[src/hw/cpu_cfg.svh]
`ifndef CPU_CFG_SVH
`define CPU_CFG_SVH

//////////////////////////////////////////////////////////////////////
// Bus and interrupt sizes
//////////////////////////////////////////////////////////////////////

`define CPU_ADDR_W 16
`define CPU_DATA_W 8

// Lowest bit wins when several are pending
`define CPU_INT_N 5

// Register values after reset
`define CPU_RESET_PC 16'h0000
`define CPU_RESET_SP 16'hFFFE

// Interrupt i enters at base + i * step
`define CPU_INT_VEC_BASE 16'h0040
`define CPU_INT_VEC_STEP 16'd8

//////////////////////////////////////////////////////////////////////
// Opcode subset
//////////////////////////////////////////////////////////////////////

`define CPU_OP_NOP  8'h00
`define CPU_OP_STOP 8'h10
`define CPU_OP_HALT 8'h76
`define CPU_OP_DI   8'hF3
`define CPU_OP_EI   8'hFB

// RST n matches these x/z fields, y picks the vector
`define CPU_RST_X 2'd3
`define CPU_RST_Z 3'd7

`endif
[src/hw/cpu_isa_pkg.sv]
`include "cpu_cfg.svh"

package cpu_isa_pkg;

    // Classic x/y/z split of an opcode byte
    typedef struct packed {
        logic [1:0] x;
        logic [2:0] y;
        logic [2:0] z;
    } opcode_fields_t;

    // Same byte, seen raw or as fields
    typedef union packed {
        logic [`CPU_DATA_W-1:0] raw;
        opcode_fields_t         f;
    } opcode_u;

    // Fetch unit to restart unit, one per RST
    typedef struct packed {
        logic [`CPU_ADDR_W-1:0] target;   // Vector to jump to
        logic [`CPU_ADDR_W-1:0] ret_pc;   // Pushed on the stack
    } restart_req_t;

    // Restart unit to fetch unit, valid for a single clock
    typedef struct packed {
        logic                   valid;
        logic [`CPU_ADDR_W-1:0] pc;
    } pc_load_t;

endpackage

[src/hw/cpu_bus_pkg.sv]
`include "cpu_cfg.svh"

package cpu_bus_pkg;

    // Direction of one machine cycle
    typedef enum logic {
        CYC_READ  = 1'b0,
        CYC_WRITE = 1'b1
    } cycle_kind_e;

    // Held stable by the requester while req is high
    typedef struct packed {
        cycle_kind_e             kind;
        logic [`CPU_ADDR_W-1:0]  addr;
        logic [`CPU_DATA_W-1:0]  wdata;   // Ignored on reads
    } bus_req_t;

    // Valid while ack is high
    typedef struct packed {
        logic [`CPU_DATA_W-1:0]  rdata;
    } bus_rsp_t;

endpackage

[src/hw/cpu_top.sv]
`include "cpu_cfg.svh"

module cpu_top (
    input  logic                   clk,
    input  logic                   rst,
    output logic                   phi,
    output logic [`CPU_ADDR_W-1:0] a,
    output logic [`CPU_DATA_W-1:0] dout,
    input  logic [`CPU_DATA_W-1:0] din,
    output logic                   rd,
    output logic                   wr,
    input  logic [`CPU_INT_N-1:0]  int_en,
    input  logic [`CPU_INT_N-1:0]  int_flags_in,
    output logic [`CPU_INT_N-1:0]  int_flags_out,
    input  logic [`CPU_DATA_W-1:0] key_in,
    output logic                   done,
    output logic                   fault
);

    // Arbiter to bus cycle unit
    logic                      bus_req;
    cpu_bus_pkg::bus_req_t     bus_cmd;
    logic                      bus_ack;
    cpu_bus_pkg::bus_rsp_t     bus_rsp;

    // Requester links
    logic                      f_req;
    cpu_bus_pkg::bus_req_t     f_cmd;
    logic                      f_ack;
    cpu_bus_pkg::bus_rsp_t     f_rsp;
    logic                      r_req;
    cpu_bus_pkg::bus_req_t     r_cmd;
    logic                      r_ack;

    // Fetch to restart
    logic                      rs_req;
    cpu_isa_pkg::restart_req_t rs_cmd;
    logic                      rs_ack;
    cpu_isa_pkg::pc_load_t     pc_load;
    logic                      ime_set;
    logic                      ime_clr;
    logic                      boundary;
    logic                      halted;
    logic                      stopped;

    bus_cycle_unit u_bus_cycle_unit (
        .clk, .rst,
        .req (bus_req), .cmd (bus_cmd), .ack (bus_ack), .rsp (bus_rsp),
        .phi, .a, .dout, .rd, .wr, .din
    );

    bus_arbiter u_bus_arbiter (
        .clk, .rst,
        .rst_side_req (r_req), .rst_side_cmd (r_cmd),
        .rst_side_ack (r_ack), .rst_side_rsp (),   // Writes only, no data back
        .fetch_req (f_req), .fetch_cmd (f_cmd), .fetch_ack (f_ack), .fetch_rsp (f_rsp),
        .bus_req, .bus_cmd, .bus_ack, .bus_rsp
    );

    fetch_unit u_fetch_unit (
        .clk, .rst,
        .bus_req (f_req), .bus_cmd (f_cmd), .bus_ack (f_ack), .bus_rsp (f_rsp),
        .rst_req (rs_req), .rst_cmd (rs_cmd), .rst_ack (rs_ack),
        .pc_load, .ime_set, .ime_clr, .boundary,
        .int_en, .int_flags_in, .key_in,
        .halted, .stopped, .fault
    );

    restart_unit u_restart_unit (
        .clk, .rst,
        .bus_req (r_req), .bus_cmd (r_cmd), .bus_ack (r_ack),
        .rst_req (rs_req), .rst_cmd (rs_cmd), .rst_ack (rs_ack),
        .pc_load,
        .pc (f_cmd.addr),   // Fetch address is the live PC
        .boundary, .ime_set, .ime_clr,
        .int_en, .int_flags_in, .int_flags_out
    );

    // One clock behind the sleep and fault states
    always_ff @(posedge clk or posedge rst) begin
        if (rst) begin
            done <= 1'b0;
        end else begin
            done <= halted | stopped | fault;
        end
    end

endmodule

[src/hw/restart_unit.sv]
`include "cpu_cfg.svh"

module restart_unit (
    input  logic                        clk,
    input  logic                        rst,
    output logic                        bus_req,
    output cpu_bus_pkg::bus_req_t       bus_cmd,
    input  logic                        bus_ack,
    input  logic                        rst_req,
    input  cpu_isa_pkg::restart_req_t   rst_cmd,
    output logic                        rst_ack,
    output cpu_isa_pkg::pc_load_t       pc_load,
    input  logic [`CPU_ADDR_W-1:0]      pc,
    input  logic                        boundary,
    input  logic                        ime_set,
    input  logic                        ime_clr,
    input  logic [`CPU_INT_N-1:0]       int_en,
    input  logic [`CPU_INT_N-1:0]       int_flags_in,
    output logic [`CPU_INT_N-1:0]       int_flags_out
);

    localparam int AW = `CPU_ADDR_W;
    localparam int DW = `CPU_DATA_W;
    localparam int IN = `CPU_INT_N;
    localparam int IW = $clog2(IN);

    typedef enum logic [2:0] {
        R_IDLE,
        R_PUSH,   // Write in flight
        R_DROP,   // Waits for ack to fall
        R_LOAD,   // PC load issued here
        R_ACK     // RST only, closes the restart handshake
    } rstate_e;

    rstate_e       state;
    logic [AW-1:0] sp;
    logic          ime;
    logic          lo_byte;   // Second push carries the low byte
    logic          is_int;
    logic [AW-1:0] ret_pc;
    logic [AW-1:0] target;
    logic [IN-1:0] clr_mask;
    logic [IN-1:0] pending;
    logic [IW-1:0] int_idx;
    logic [AW-1:0] int_vec;

    //////////////////////////////////////////////////////////////////////
    // Interrupt priority
    //////////////////////////////////////////////////////////////////////

    assign pending = int_en & int_flags_in & {IN{ime}};

    // Walk downward so the lowest set bit ends up selected
    always_comb begin
        int_idx = '0;
        for (int i = IN - 1; i >= 0; i--) begin
            if (pending[i]) int_idx = IW'(i);
        end
    end

    assign int_vec = `CPU_INT_VEC_BASE + AW'(int_idx) * `CPU_INT_VEC_STEP;

    //////////////////////////////////////////////////////////////////////
    // Push sequence
    //////////////////////////////////////////////////////////////////////

    assign bus_cmd.kind  = cpu_bus_pkg::CYC_WRITE;
    assign bus_cmd.addr  = sp - 1'b1;   // Pre-decrement
    assign bus_cmd.wdata = lo_byte ? ret_pc[DW-1:0] : ret_pc[AW-1 -: DW];

    assign pc_load.valid = (state == R_LOAD);
    assign pc_load.pc    = target;

    assign int_flags_out = (state == R_LOAD && is_int) ? (int_flags_in & ~clr_mask)
                                                       : int_flags_in;

    always_ff @(posedge clk or posedge rst) begin
        if (rst) begin
            state   <= R_IDLE;
            sp      <= `CPU_RESET_SP;
            ime     <= 1'b0;
            lo_byte <= 1'b0;
            is_int  <= 1'b0;
            bus_req <= 1'b0;
            rst_ack <= 1'b0;
        end else begin
            if (ime_set) ime <= 1'b1;
            else if (ime_clr) ime <= 1'b0;
            case (state)
                R_IDLE: begin
                    if (rst_req) begin
                        is_int  <= 1'b0;
                        lo_byte <= 1'b0;
                        bus_req <= 1'b1;
                        state   <= R_PUSH;
                    end else if (boundary && (|pending)) begin
                        ime     <= 1'b0;   // Entry masks further interrupts
                        is_int  <= 1'b1;
                        lo_byte <= 1'b0;
                        bus_req <= 1'b1;
                        state   <= R_PUSH;
                    end
                end
                R_PUSH: if (bus_ack) begin
                    bus_req <= 1'b0;
                    sp      <= sp - 1'b1;
                    state   <= R_DROP;
                end
                R_DROP: if (!bus_ack) begin
                    if (lo_byte) begin
                        state <= R_LOAD;
                    end else begin
                        lo_byte <= 1'b1;
                        bus_req <= 1'b1;
                        state   <= R_PUSH;
                    end
                end
                R_LOAD: begin
                    if (is_int) begin
                        state <= R_IDLE;
                    end else begin
                        rst_ack <= 1'b1;
                        state   <= R_ACK;
                    end
                end
                R_ACK: if (!rst_req) begin
                    rst_ack <= 1'b0;
                    state   <= R_IDLE;
                end
                default: state <= R_IDLE;
            endcase
        end
    end

    // Return PC, target and serviced bit, captured while idle
    always_ff @(posedge clk) begin
        if (state == R_IDLE) begin
            if (rst_req) begin
                ret_pc <= rst_cmd.ret_pc;
                target <= rst_cmd.target;
            end else begin
                ret_pc   <= pc;
                target   <= int_vec;
                clr_mask <= IN'(1) << int_idx;
            end
        end
    end

endmodule

[src/hw/fetch_unit.sv]
`include "cpu_cfg.svh"

module fetch_unit (
    input  logic                        clk,
    input  logic                        rst,
    output logic                        bus_req,
    output cpu_bus_pkg::bus_req_t       bus_cmd,
    input  logic                        bus_ack,
    input  cpu_bus_pkg::bus_rsp_t       bus_rsp,
    output logic                        rst_req,
    output cpu_isa_pkg::restart_req_t   rst_cmd,
    input  logic                        rst_ack,
    input  cpu_isa_pkg::pc_load_t       pc_load,
    output logic                        ime_set,
    output logic                        ime_clr,
    output logic                        boundary,
    input  logic [`CPU_INT_N-1:0]       int_en,
    input  logic [`CPU_INT_N-1:0]       int_flags_in,
    input  logic [`CPU_DATA_W-1:0]      key_in,
    output logic                        halted,
    output logic                        stopped,
    output logic                        fault
);

    localparam int AW = `CPU_ADDR_W;

    typedef enum logic [2:0] {
        S_BOUND,    // Between instructions
        S_FETCH,    // Opcode read in flight
        S_DECODE,   // Waits for ack to fall, then decodes
        S_RST,      // RST handed to restart unit
        S_RST_DONE,
        S_HALT,
        S_STOP,
        S_FAULT
    } fstate_e;

    fstate_e              state;
    logic [AW-1:0]        pc;
    cpu_isa_pkg::opcode_u op_q;
    logic                 is_rst;
    logic                 wake_halt;
    logic                 wake_stop;

    // IME plays no part in waking up
    assign wake_halt = |(int_en & int_flags_in);
    assign wake_stop = wake_halt || (|key_in);

    assign is_rst = (op_q.f.x == `CPU_RST_X) && (op_q.f.z == `CPU_RST_Z);

    // Fetch address follows PC, restart unit reads it from here too
    assign bus_cmd.kind  = cpu_bus_pkg::CYC_READ;
    assign bus_cmd.addr  = pc;
    assign bus_cmd.wdata = '0;

    assign boundary = (state == S_BOUND);
    assign halted   = (state == S_HALT);
    assign stopped  = (state == S_STOP);
    assign fault    = (state == S_FAULT);

    always_ff @(posedge clk or posedge rst) begin
        if (rst) begin
            state   <= S_BOUND;
            pc      <= `CPU_RESET_PC;
            bus_req <= 1'b0;
            rst_req <= 1'b0;
            ime_set <= 1'b0;
            ime_clr <= 1'b0;
        end else begin
            ime_set <= 1'b0;
            ime_clr <= 1'b0;
            if (pc_load.valid) pc <= pc_load.pc;   // RST or interrupt entry
            case (state)
                S_BOUND: begin
                    bus_req <= 1'b1;
                    state   <= S_FETCH;
                end
                S_FETCH: if (bus_ack) begin
                    bus_req <= 1'b0;
                    pc      <= pc + 1'b1;
                    state   <= S_DECODE;
                end
                S_DECODE: if (!bus_ack) begin
                    if (is_rst) begin
                        rst_req <= 1'b1;
                        state   <= S_RST;
                    end else begin
                        case (op_q.raw)
                            `CPU_OP_NOP:  state <= S_BOUND;
                            `CPU_OP_HALT: state <= S_HALT;
                            `CPU_OP_STOP: state <= S_STOP;
                            `CPU_OP_DI: begin
                                ime_clr <= 1'b1;
                                state   <= S_BOUND;
                            end
                            `CPU_OP_EI: begin
                                ime_set <= 1'b1;
                                state   <= S_BOUND;
                            end
                            default: state <= S_FAULT;   // Unknown opcode
                        endcase
                    end
                end
                S_RST: if (rst_ack) begin
                    rst_req <= 1'b0;
                    state   <= S_RST_DONE;
                end
                S_RST_DONE: if (!rst_ack) state <= S_BOUND;
                S_HALT: if (wake_halt) state <= S_BOUND;
                S_STOP: if (wake_stop) state <= S_BOUND;
                S_FAULT: ;   // Dead until reset
                default: state <= S_FAULT;
            endcase
        end
    end

    // Opcode byte and restart payload
    always_ff @(posedge clk) begin
        if (state == S_FETCH && bus_ack) op_q.raw <= bus_rsp.rdata;
        if (state == S_DECODE) begin
            rst_cmd.target <= AW'({op_q.f.y, 3'b000});
            rst_cmd.ret_pc <= pc;
        end
    end

endmodule

[src/hw/bus_arbiter.sv]
module bus_arbiter (
    input  logic                  clk,
    input  logic                  rst,
    // Restart unit, higher priority
    input  logic                  rst_side_req,
    input  cpu_bus_pkg::bus_req_t rst_side_cmd,
    output logic                  rst_side_ack,
    output cpu_bus_pkg::bus_rsp_t rst_side_rsp,
    // Fetch unit
    input  logic                  fetch_req,
    input  cpu_bus_pkg::bus_req_t fetch_cmd,
    output logic                  fetch_ack,
    output cpu_bus_pkg::bus_rsp_t fetch_rsp,
    // Toward the bus cycle unit
    output logic                  bus_req,
    output cpu_bus_pkg::bus_req_t bus_cmd,
    input  logic                  bus_ack,
    input  cpu_bus_pkg::bus_rsp_t bus_rsp
);

    typedef enum logic [1:0] {
        G_NONE,
        G_RST,
        G_FETCH
    } grant_e;

    grant_e grant;

    // Grant is released only once the whole handshake has closed
    always_ff @(posedge clk or posedge rst) begin
        if (rst) begin
            grant <= G_NONE;
        end else begin
            case (grant)
                G_NONE: begin
                    if (rst_side_req) grant <= G_RST;
                    else if (fetch_req) grant <= G_FETCH;
                end
                G_RST:   if (!rst_side_req && !bus_ack) grant <= G_NONE;
                G_FETCH: if (!fetch_req && !bus_ack) grant <= G_NONE;
                default: grant <= G_NONE;
            endcase
        end
    end

    always_comb begin
        bus_req      = 1'b0;
        bus_cmd      = '0;
        rst_side_ack = 1'b0;
        rst_side_rsp = '0;
        fetch_ack    = 1'b0;
        fetch_rsp    = '0;
        case (grant)
            G_RST: begin
                bus_req      = rst_side_req;
                bus_cmd      = rst_side_cmd;
                rst_side_ack = bus_ack;
                rst_side_rsp = bus_rsp;
            end
            G_FETCH: begin
                bus_req   = fetch_req;
                bus_cmd   = fetch_cmd;
                fetch_ack = bus_ack;
                fetch_rsp = bus_rsp;
            end
            default: ;
        endcase
    end

endmodule

[src/hw/bus_cycle_unit.sv]
`include "cpu_cfg.svh"

module bus_cycle_unit (
    input  logic                   clk,
    input  logic                   rst,
    input  logic                   req,
    input  cpu_bus_pkg::bus_req_t  cmd,
    output logic                   ack,
    output cpu_bus_pkg::bus_rsp_t  rsp,
    output logic                   phi,
    output logic [`CPU_ADDR_W-1:0] a,
    output logic [`CPU_DATA_W-1:0] dout,
    output logic                   rd,
    output logic                   wr,
    input  logic [`CPU_DATA_W-1:0] din
);

    // Each state names the T-state acted on at the next edge
    typedef enum logic [2:0] {
        S_T0,    // Idle, waiting for a granted request
        S_T1,
        S_T2,
        S_T3,
        S_HOLD   // Ack high until req falls
    } tstate_e;

    tstate_e state;
    logic    is_read;

    assign is_read = (cmd.kind == cpu_bus_pkg::CYC_READ);

    always_ff @(posedge clk or posedge rst) begin
        if (rst) begin
            state <= S_T0;
            ack   <= 1'b0;
            phi   <= 1'b1;
            a     <= '0;
            dout  <= '0;
            rd    <= 1'b0;
            wr    <= 1'b0;
        end else begin
            case (state)
                S_T0: if (req) begin
                    a     <= cmd.addr;   // Address setup
                    rd    <= is_read;
                    phi   <= 1'b1;
                    state <= S_T1;
                end
                S_T1: state <= S_T2;     // Bus settles
                S_T2: begin
                    if (!is_read) begin
                        wr   <= 1'b1;
                        dout <= cmd.wdata;
                    end
                    rd    <= 1'b0;
                    phi   <= 1'b0;
                    state <= S_T3;
                end
                S_T3: begin
                    rd    <= 1'b0;
                    wr    <= 1'b0;
                    dout  <= '0;
                    ack   <= 1'b1;
                    state <= S_HOLD;
                end
                S_HOLD: if (!req) begin
                    ack   <= 1'b0;
                    state <= S_T0;
                end
                default: state <= S_T0;
            endcase
        end
    end

    // Read data sampled at T2
    always_ff @(posedge clk) begin
        if (state == S_T2 && is_read) begin
            rsp.rdata <= din;
        end
    end

endmodule

[config.mk]
export PLATFORM = sky130hd
export DESIGN_NAME = cpu_top
export DESIGN_NICKNAME = d
export VERILOG_FILES = /design/src/hw/cpu_isa_pkg.sv /design/src/hw/cpu_bus_pkg.sv /design/src/hw/cpu_top.sv /design/src/hw/restart_unit.sv /design/src/hw/fetch_unit.sv /design/src/hw/bus_arbiter.sv /design/src/hw/bus_cycle_unit.sv
export VERILOG_INCLUDE_DIRS = /design/src /design/src/hw
export SDC_FILE = /design/constraint.sdc
export NUM_CORES = 1
export LEC_CHECK = 0
export BUFFER_PORTS_ARGS = -buffer_cell sky130_fd_sc_hd__clkbuf_2
export CAP_MARGIN = 20
export CORE_MARGIN = 2
export CORE_UTILIZATION = 64
export CTS_CLUSTER_DIAMETER = 30
export DETAILED_ROUTE_END_ITERATION = 16
export PLACE_DENSITY = 0.83
export SLEW_MARGIN = 20
export SYNTH_ARGS = -nofsm -noshare
export SYNTH_HDL_FRONTEND = slang
export SYNTH_SLANG_ARGS = --single-unit
[constraint.sdc]
create_clock -name clk -period 7.25 [get_ports clk]
set_clock_uncertainty 0.15 [all_clocks]
set_input_delay 1.45 -clock clk [delete_from_list [all_inputs] [get_ports clk]]
set_output_delay 1.45 -clock clk [all_outputs]
set_load 0.02 [all_outputs]
==> results of run 1 <==
==> layout by cell type (no fill, tap or decap), types with 10 or more instances in the layout <==
master / n
o21ai_0: 46
dfrtp_1: 65
dfstp_2: 16
nand2_1: 61
xor2_1: 10
clkbuf_2: 61
mux2_2: 14
clkbuf_16: 16
nor2_1: 52
xnor2_1: 15
inv_1: 14
a21oi_1: 35
mux2i_1: 12
and2_1: 10
nand3_1: 23
nor3_1: 12
edfxtp_1: 60
==> registers in the layout (all words and copies together) (netlist names), 2 cells and up <==
signal and flops:
u_restart_unit.clr_mask 5, u_fetch_unit.op_q 8, u_restart_unit.target 4, u_fetch_unit.state 3, u_restart_unit.sp 16, u_bus_cycle_unit.rsp 8
u_bus_arbiter.grant 2, u_restart_unit.ret_pc 16, u_bus_cycle_unit.state 3, u_bus_cycle_unit.a 16, u_fetch_unit.pc 16, u_bus_cycle_unit.dout 8
u_restart_unit.state 3, u_fetch_unit.rst_cmd 19
==> worst min-delay path: stages (launching register included) <==
cell and delay [ns]:
dfrtp_1 0.34, nand2_1 0.04, o21ai_0 0.06
==> power breakdown <==
group          leakage, nW  switching (mW)  internal [mW]
clock network        0.301           0.322          0.592
logic                 1.24           0.565          0.334
registers             1.55           0.266           1.16
total                 3.08            1.15           2.08
==> cells by family (layout without fill, tap and decap cells) <==
family / after synthesis / count (layout)
buffers and inverters: 47 / 114
AO/OA/AOI/OAI: 135 / 135
XOR/XNOR: 25 / 25
flip-flops: 141 / 141
AND/OR/NAND/NOR: 215 / 215
adder cells (fa/ha/maj): 5 / 5
multiplexers: 26 / 26
==> Yosys cell counts (2+ instances only) <==
library cell	n	area [sq um]
nor3_1	13	65.1
nor3b_1	2	15.0
nand2b_1	4	25.0
o31ai_1	4	30.0
nand2_1	61	229
mux2i_1	12	120
nand4_1	8	50.1
xnor2_1	15	131
nand3b_1	4	30.0
nor2_1	52	195
o21ai_1	2	10.0
a22oi_1	8	60.1
a31oi_1	6	37.5
ha_1	5	62.6
or3_1	4	25.0
mux2_2	14	158
dfrtp_1	65	1630
o21ai_0	46	230
o32ai_1	2	17.5
a32o_1	2	20.0
a221oi_1	6	52.6
a21boi_0	6	45.0
edfxtp_1	60	1800
o211ai_1	2	15.0
or2_2	2	12.5
a21oi_1	35	175
nand3_1	23	115
and2_1	10	62.6
or4_1	3	22.5
nor2b_1	7	43.8
or4_4	2	22.5
clkbuf_1	29	109
inv_1	15	56.3
dfstp_2	16	420
and3_1	7	43.8
o21a_1	3	22.5
xor2_1	10	87.6
nor4_1	7	43.8
==> layer usage <==
metal	track usage (%)	up-vias	part of all wire [%]
li1	-	2276	-
met4	12.0	0	2.2
met2	46.2	277	50
met1	38.0	2380	40
met5	0	-	0
met3	6.18	32	7.9
==> cell type report <==
| type | instances | area [sq um] | share of cell area [%] |
|---|---|---|---|
| Sequential cell | 141 | 3850 | 51.2 |
| Clock inverter | 12 | 194 | 2.58 |
| Clock buffer | 20 | 425 | 5.66 |
| Multi-Input combinational cell | 406 | 2470 | 32.9 |
| Inverter | 15 | 57.6 | 0.766 |
| Tap cell | 133 | 166 | 2.21 |
| Timing Repair Buffer | 67 | 352 | 4.68 |
==> worst max path at each step <==
stage / slack [ns] / depth (start not counted) / to / start
after floorplan: 3.60 / 1 / done / rst
after global placement: 3.75 / 3 / int_flags_out[3] / int_flags_in[3]
after detailed placement: 3.55 / 7 / u_bus_cycle_unit.a[11] / u_bus_arbiter.grant[0]
after CTS: 3.60 / 7 / u_bus_cycle_unit.a[11] / u_bus_arbiter.grant[0]
after global routing: 3.54 / 4 / int_flags_out[4] / u_restart_unit.state[2]
final: 3.62 / 4 / int_flags_out[4] / u_restart_unit.state[2]
==> per-stage QoR <==
stage / cells / hold slack, ns / utilization [%]
floorplan: 594 / 0.273 / -
global placement: 760 / 0.311 / 70.0
detailed placement: 761 / 0.320 / 70.1
CTS: 793 / 0.332 / 76.4
global route: 794 / 0.356 / 76.6
finish: 794 / 0.328 / 76.6
==> reports/summary.txt, run 1 <==
Status: finished clean
CP Data Arrival Time: 2.03 ns
H-tree levels: 4
Hold Path Class: register to register
Maximum fanout along the worst path: 13
CTS root buffer: clkbuf_8
Avg WL per Cell: 18.6 um
Post-Synth Adder-Cell Area: 0.965%
Fin crit period: 3.63 ns
Drt via density: 6.25
Antenna Nets Post-Route: 0
Clock Path Buffers: 2
Total setup buffers inserted after CTS: 0
Vias in the first global route: 4788
Worst-Skew Late Latency: 0.53 ns
Mapped Cells: 594
FF+latch count, synth: 141
# rows: 36
Sequential area share after synthesis: 59.4%
Initial Util: 66.0%
VDD IR max: 0.282 mV
Buf/Inv on CP: 1
Simple-Gate Fraction of Synth Area: 16.4%
Total number of vias: 4965
Max Cap Violations: 0
Post-synthesis mux area share: 4.28%
FFs w/ async S/R, synth: 57.4%
Req. time, crit path: 5.65 ns
Reg2Reg Setup Slack: 3.94 ns
CTS tree: yes
Initial antenna violation count: 0
Largest family of logic cells by synthesized area: simple AND/OR/NAND/NOR gates
Critical path type: register to output port
Power Total: 3.23 mW
IO Port Bufs: 61
Total CTS buffers: 17
Clk slew on worst S/H paths: 0.06 ns
Post-synth EDFFs: 60
Hold Path Origin: u_bus_cycle_unit.dout[1]
Crit path max-delay family: flip-flops
FMAX: 276 MHz
Detailed placer's ending HPWL: 9610 um
Crit end category: output port
Slack of the critical path: 3.62 ns
Core Area: 0.00982 sq mm
Setup Slack @ Placement: 3.55 ns
Yosys warns: 0
# clock sinks: 141
Largest net degree at the start of global routing: 82
Hold buffers post-CTS: 0
Residual DRC: 0
Final TNS setup: 0 ns
Grt ovf: 0
Die X: 105 um
R2R depth: 7
Net count, final: 681
Layout cells sized above 1: 20.7%
Gpl congestion: 0.928
Top-level port count: 62
Final setup fails: 0
Compound-gate portion of the synthesized area: 12.8%
CTS resizes: 0
Xor-xnor portion of the synthesized cell area: 3.38%
Layout area overhead: 16.0%
Power Density: 430 mW/mm^2
Slew Limit Fails: 0
R2R Path Start: u_bus_arbiter.grant[0]
WHS Path Cells: 2
Unique masters post-synth: 60
Crit path launch type: register
Crit-path max cell delay: 0.57 ns
RSZ-0062 raised after global routing: no
DP Area: 0.00688 sq mm
Hold EP: u_bus_cycle_unit.dout[1]
CP max-delay cell: dfrtp_1
Diodes inserted: 0
Total nets after synthesis: 627
Routed WL: 14800 um
Global-route wire length before repair: 24400 um
Top FF cell, synth: dfrtp_1
Netlist area before placement: 0.00648 sq mm
Final Cycle Share: 50.1%
TritonRoute pass-1 iters: 5
Average size of a mapped cell: 10.9 sq um
DR iter-0 viols: 488
Die area: 0.0109 sq mm
Worst path cell trace: and3b_1, and2_1, a21boi_0, clkbuf_2
Reg2reg end: u_fetch_unit.pc[9]
Post-route cell area: 0.00752 sq mm
Slew HR: 33.5%
Worst-margin pin slew: 0.997 ns
Die Y: 105 um
GRT Overall Usage: 28.6%
# fillers: 621
P_leak: 3.08 nW
Fin. Hold Viols: 0
Note: power is estimated with default switching activity, not from simulation.
==> run 2, diff against run 1 <==
Settings changed: CORE_UTILIZATION 64 to 53, PLACE_DENSITY 0.83 to 0.73.
Clock period 7.25 ns to 3.21 ns, I/O delays scaled along.
==> run 2 against run 1 <==
  * Sequential cell count is the same
  * Combinational power is 120% higher
  * Die area is 20% higher
  * Power up 110%
  * Global-route usage down 5.8 points
  * First-iteration DRC count down 24%
  * Cell count is 2.4% higher
  * Critical path depth is the same
  * Non-clock buffer count rose by 5
==> reports/summary.txt, run 2 (same netlist as run 1, synthesis figures left out) <==
Status: finished clean (unchanged)
NetSw: 2.50 mW (was 1.15 mW)
Critical path type: register to output port (unchanged)
VDD IR max: 0.515 mV (was 0.282 mV)
Final setup fails: 0 (unchanged)
CTS tree: yes (unchanged)
Maximum fanout along the worst path: 13 (unchanged)
Residual DRC: 0 (unchanged)
CTS root buffer: clkbuf_16 (was clkbuf_8)
P_leak: 3.06 nW (was 3.08 nW)
Total number of vias: 4736 (was 4965)
Clock share of power: 25.1% (was 28.2%)
Most common cell after layout, fill and taps aside: dfrtp_1 (unchanged)
Worst-Skew Late Latency: 0.42 ns (was 0.53 ns)
Req. time, crit path: 2.42 ns (was 5.65 ns)
Final TNS setup: 0 ns (unchanged)
Diodes inserted: 0 (unchanged)
Detailed placer's ending HPWL: 9460 um (was 9610 um)
Layout cells sized above 1: 20.6% (was 20.7%)
IO Port Bufs: 61 (unchanged)
Hold buffers post-CTS: 0 (unchanged)
Die X: 115 um (was 105 um)
H-tree levels: 4 (unchanged)
Largest net degree at the start of global routing: 43 (was 82)
FMAX: 373 MHz
Share of total power in sequential cells: 46.2% (was 44.0%)
Max reg flops: 19 (unchanged)
WL met3: 797 um (was 1170 um)
Slew HR: 31.9% (was 33.5%)
# clock sinks: 141 (unchanged)
Largest Register: u_fetch_unit.rst_cmd (unchanged)
Worst-margin pin slew: 1.02 ns (was 0.997 ns)
Max Cap Violations: 0 (unchanged)
Layout area overhead: 15.4% (was 16.0%)
Initial antenna violation count: 0 (unchanged)
Crit path launch type: register (unchanged)
Total CTS buffers: 17 (unchanged)
Top-level port count: 62 (unchanged)
Highest Signal Layer: met4 (unchanged)
Minimum hold slack: 0.150 ns (was 0.328 ns)
Global-route wire length before repair: 22900 um (was 24400 um)
Clk slew on worst S/H paths: 0.05 ns (was 0.06 ns)
Avg WL per Cell: 16.8 um (was 18.6 um)
Clock Path Buffers: 2 (unchanged)
Core Area: 0.0120 sq mm (was 0.00982 sq mm)
Power Density: 928 mW/mm^2 (was 430 mW/mm^2)
Most frequent cells in the layout: dfrtp_1 (65), nand2_1 (61), clkbuf_2 (61), edfxtp_1 (60), nor2_1 (52) (unchanged)
DR iter-0 viols: 373 (was 488)
Fin. Hold Viols: 0 (unchanged)
Final Cycle Share: 83.5%
CTS resizes: 0 (unchanged)
GRT Overall Usage: 22.9% (was 28.6%)
Final core utilization: 62.5% (was 76.6%)
Routed wl met2: 6460 um (was 7340 um)
Total setup buffers inserted after CTS: 0 (unchanged)
# rows: 40 (was 36)
Initial Util: 54.2% (was 66.0%)
Internal Power: 4.44 mW (was 2.08 mW)
Slew Limit Fails: 0 (unchanged)
Hold Path Class: primary input to async pin (was register to register)
Drt via density: 5.83 (was 6.25)
Gpl congestion: 0.881 (was 0.928)
Die Y: 115 um (was 105 um)
Net count, final: 686 (was 681)
Power Total: 6.94 mW (was 3.23 mW)
Die area: 0.0131 sq mm (was 0.0109 sq mm)
Antenna Nets Post-Route: 0 (unchanged)
WL met1: 6170 um (was 5970 um)
Fin crit period: 2.68 ns
TritonRoute pass-1 iters: 5 (unchanged)
RSZ-0062 raised after global routing: no (unchanged)
Vias in the first global route: 4503 (was 4788)
Sw frac: 36.0% (was 35.6%)
Crit end category: output port (unchanged)
Routed WL: 13700 um (was 14800 um)
Combinational share of power: 28.8% (was 27.8%)
Grt ovf: 0 (unchanged)
CP Data Arrival Time: 1.89 ns (was 2.03 ns)
-- run 2: per-layer routing --
metal,vias up,track usage (%)
li1,2274,-
met1,2288,32.5
met2,154,34.8
met3,20,4.87
met4,0,8.62
met5,-,0
-- run 2: layout make-up --
cell class | instances | area (sq um)
inverter | 15 | 57.6
clock inverter | 9 | 72.6
timing repair buffer | 72 | 400
fill | 961 | 4480
sequential | 141 | 3850
tap | 147 | 184
multi-input combinational | 406 | 2470
clock buffer | 23 | 448
-- run 2: path summary, 6_finish.rpt --
path	from	endpoint	slack (ns)	cells past startpoint
worst min register to register	u_bus_cycle_unit.dout[7]	u_bus_cycle_unit.dout[7]	0.33	2
worst max register to register	u_bus_arbiter.grant[0]	u_bus_cycle_unit.a[14]	0.55	8
worst min-delay path	rst	u_bus_cycle_unit.wr	0.15	2
max in group asynchronous	rst	u_bus_cycle_unit.dout[6]	2.10	3
worst max-delay path	u_restart_unit.state[2]	int_flags_out[0]	0.53	4
min in group clk	din[2]	u_bus_cycle_unit.rsp[2]	0.25	1
-- run 2: per-stage QoR --
| step | worst slack [ns] | std cells | area [sq um] |
|---|---|---|---|
| after floorplan | 0.364 | 594 | 6480 |
| after global placement | 0.620 | 781 | 6960 |
| after detailed placement | 0.549 | 781 | 6960 |
| after CTS | 0.534 | 813 | 7480 |
| after global routing | 0.284 | 813 | 7480 |
| final | 0.529 | 813 | 7480 |
-- run 2: power by group through the flow --
stage          Combinational (mW)  Sequential [mW]  Clock, mW
2_1_floorplan                1.44             3.08          0
3_3_place_gp                 1.94             3.20          0
3_5_place_dp                 2.01             3.22          0
4_1_cts                      2.02             3.20       1.77
5_1_grt                      2.26             3.31       1.85
6_report                     2.00             3.20       1.74
-- run 2: critical path, cell delays in order (launching register included) --
cell and delay, ns:
dfrtp_1 0.57, and3b_1 0.25, and2_1 0.22, a21boi_0 0.22, clkbuf_2 0.20
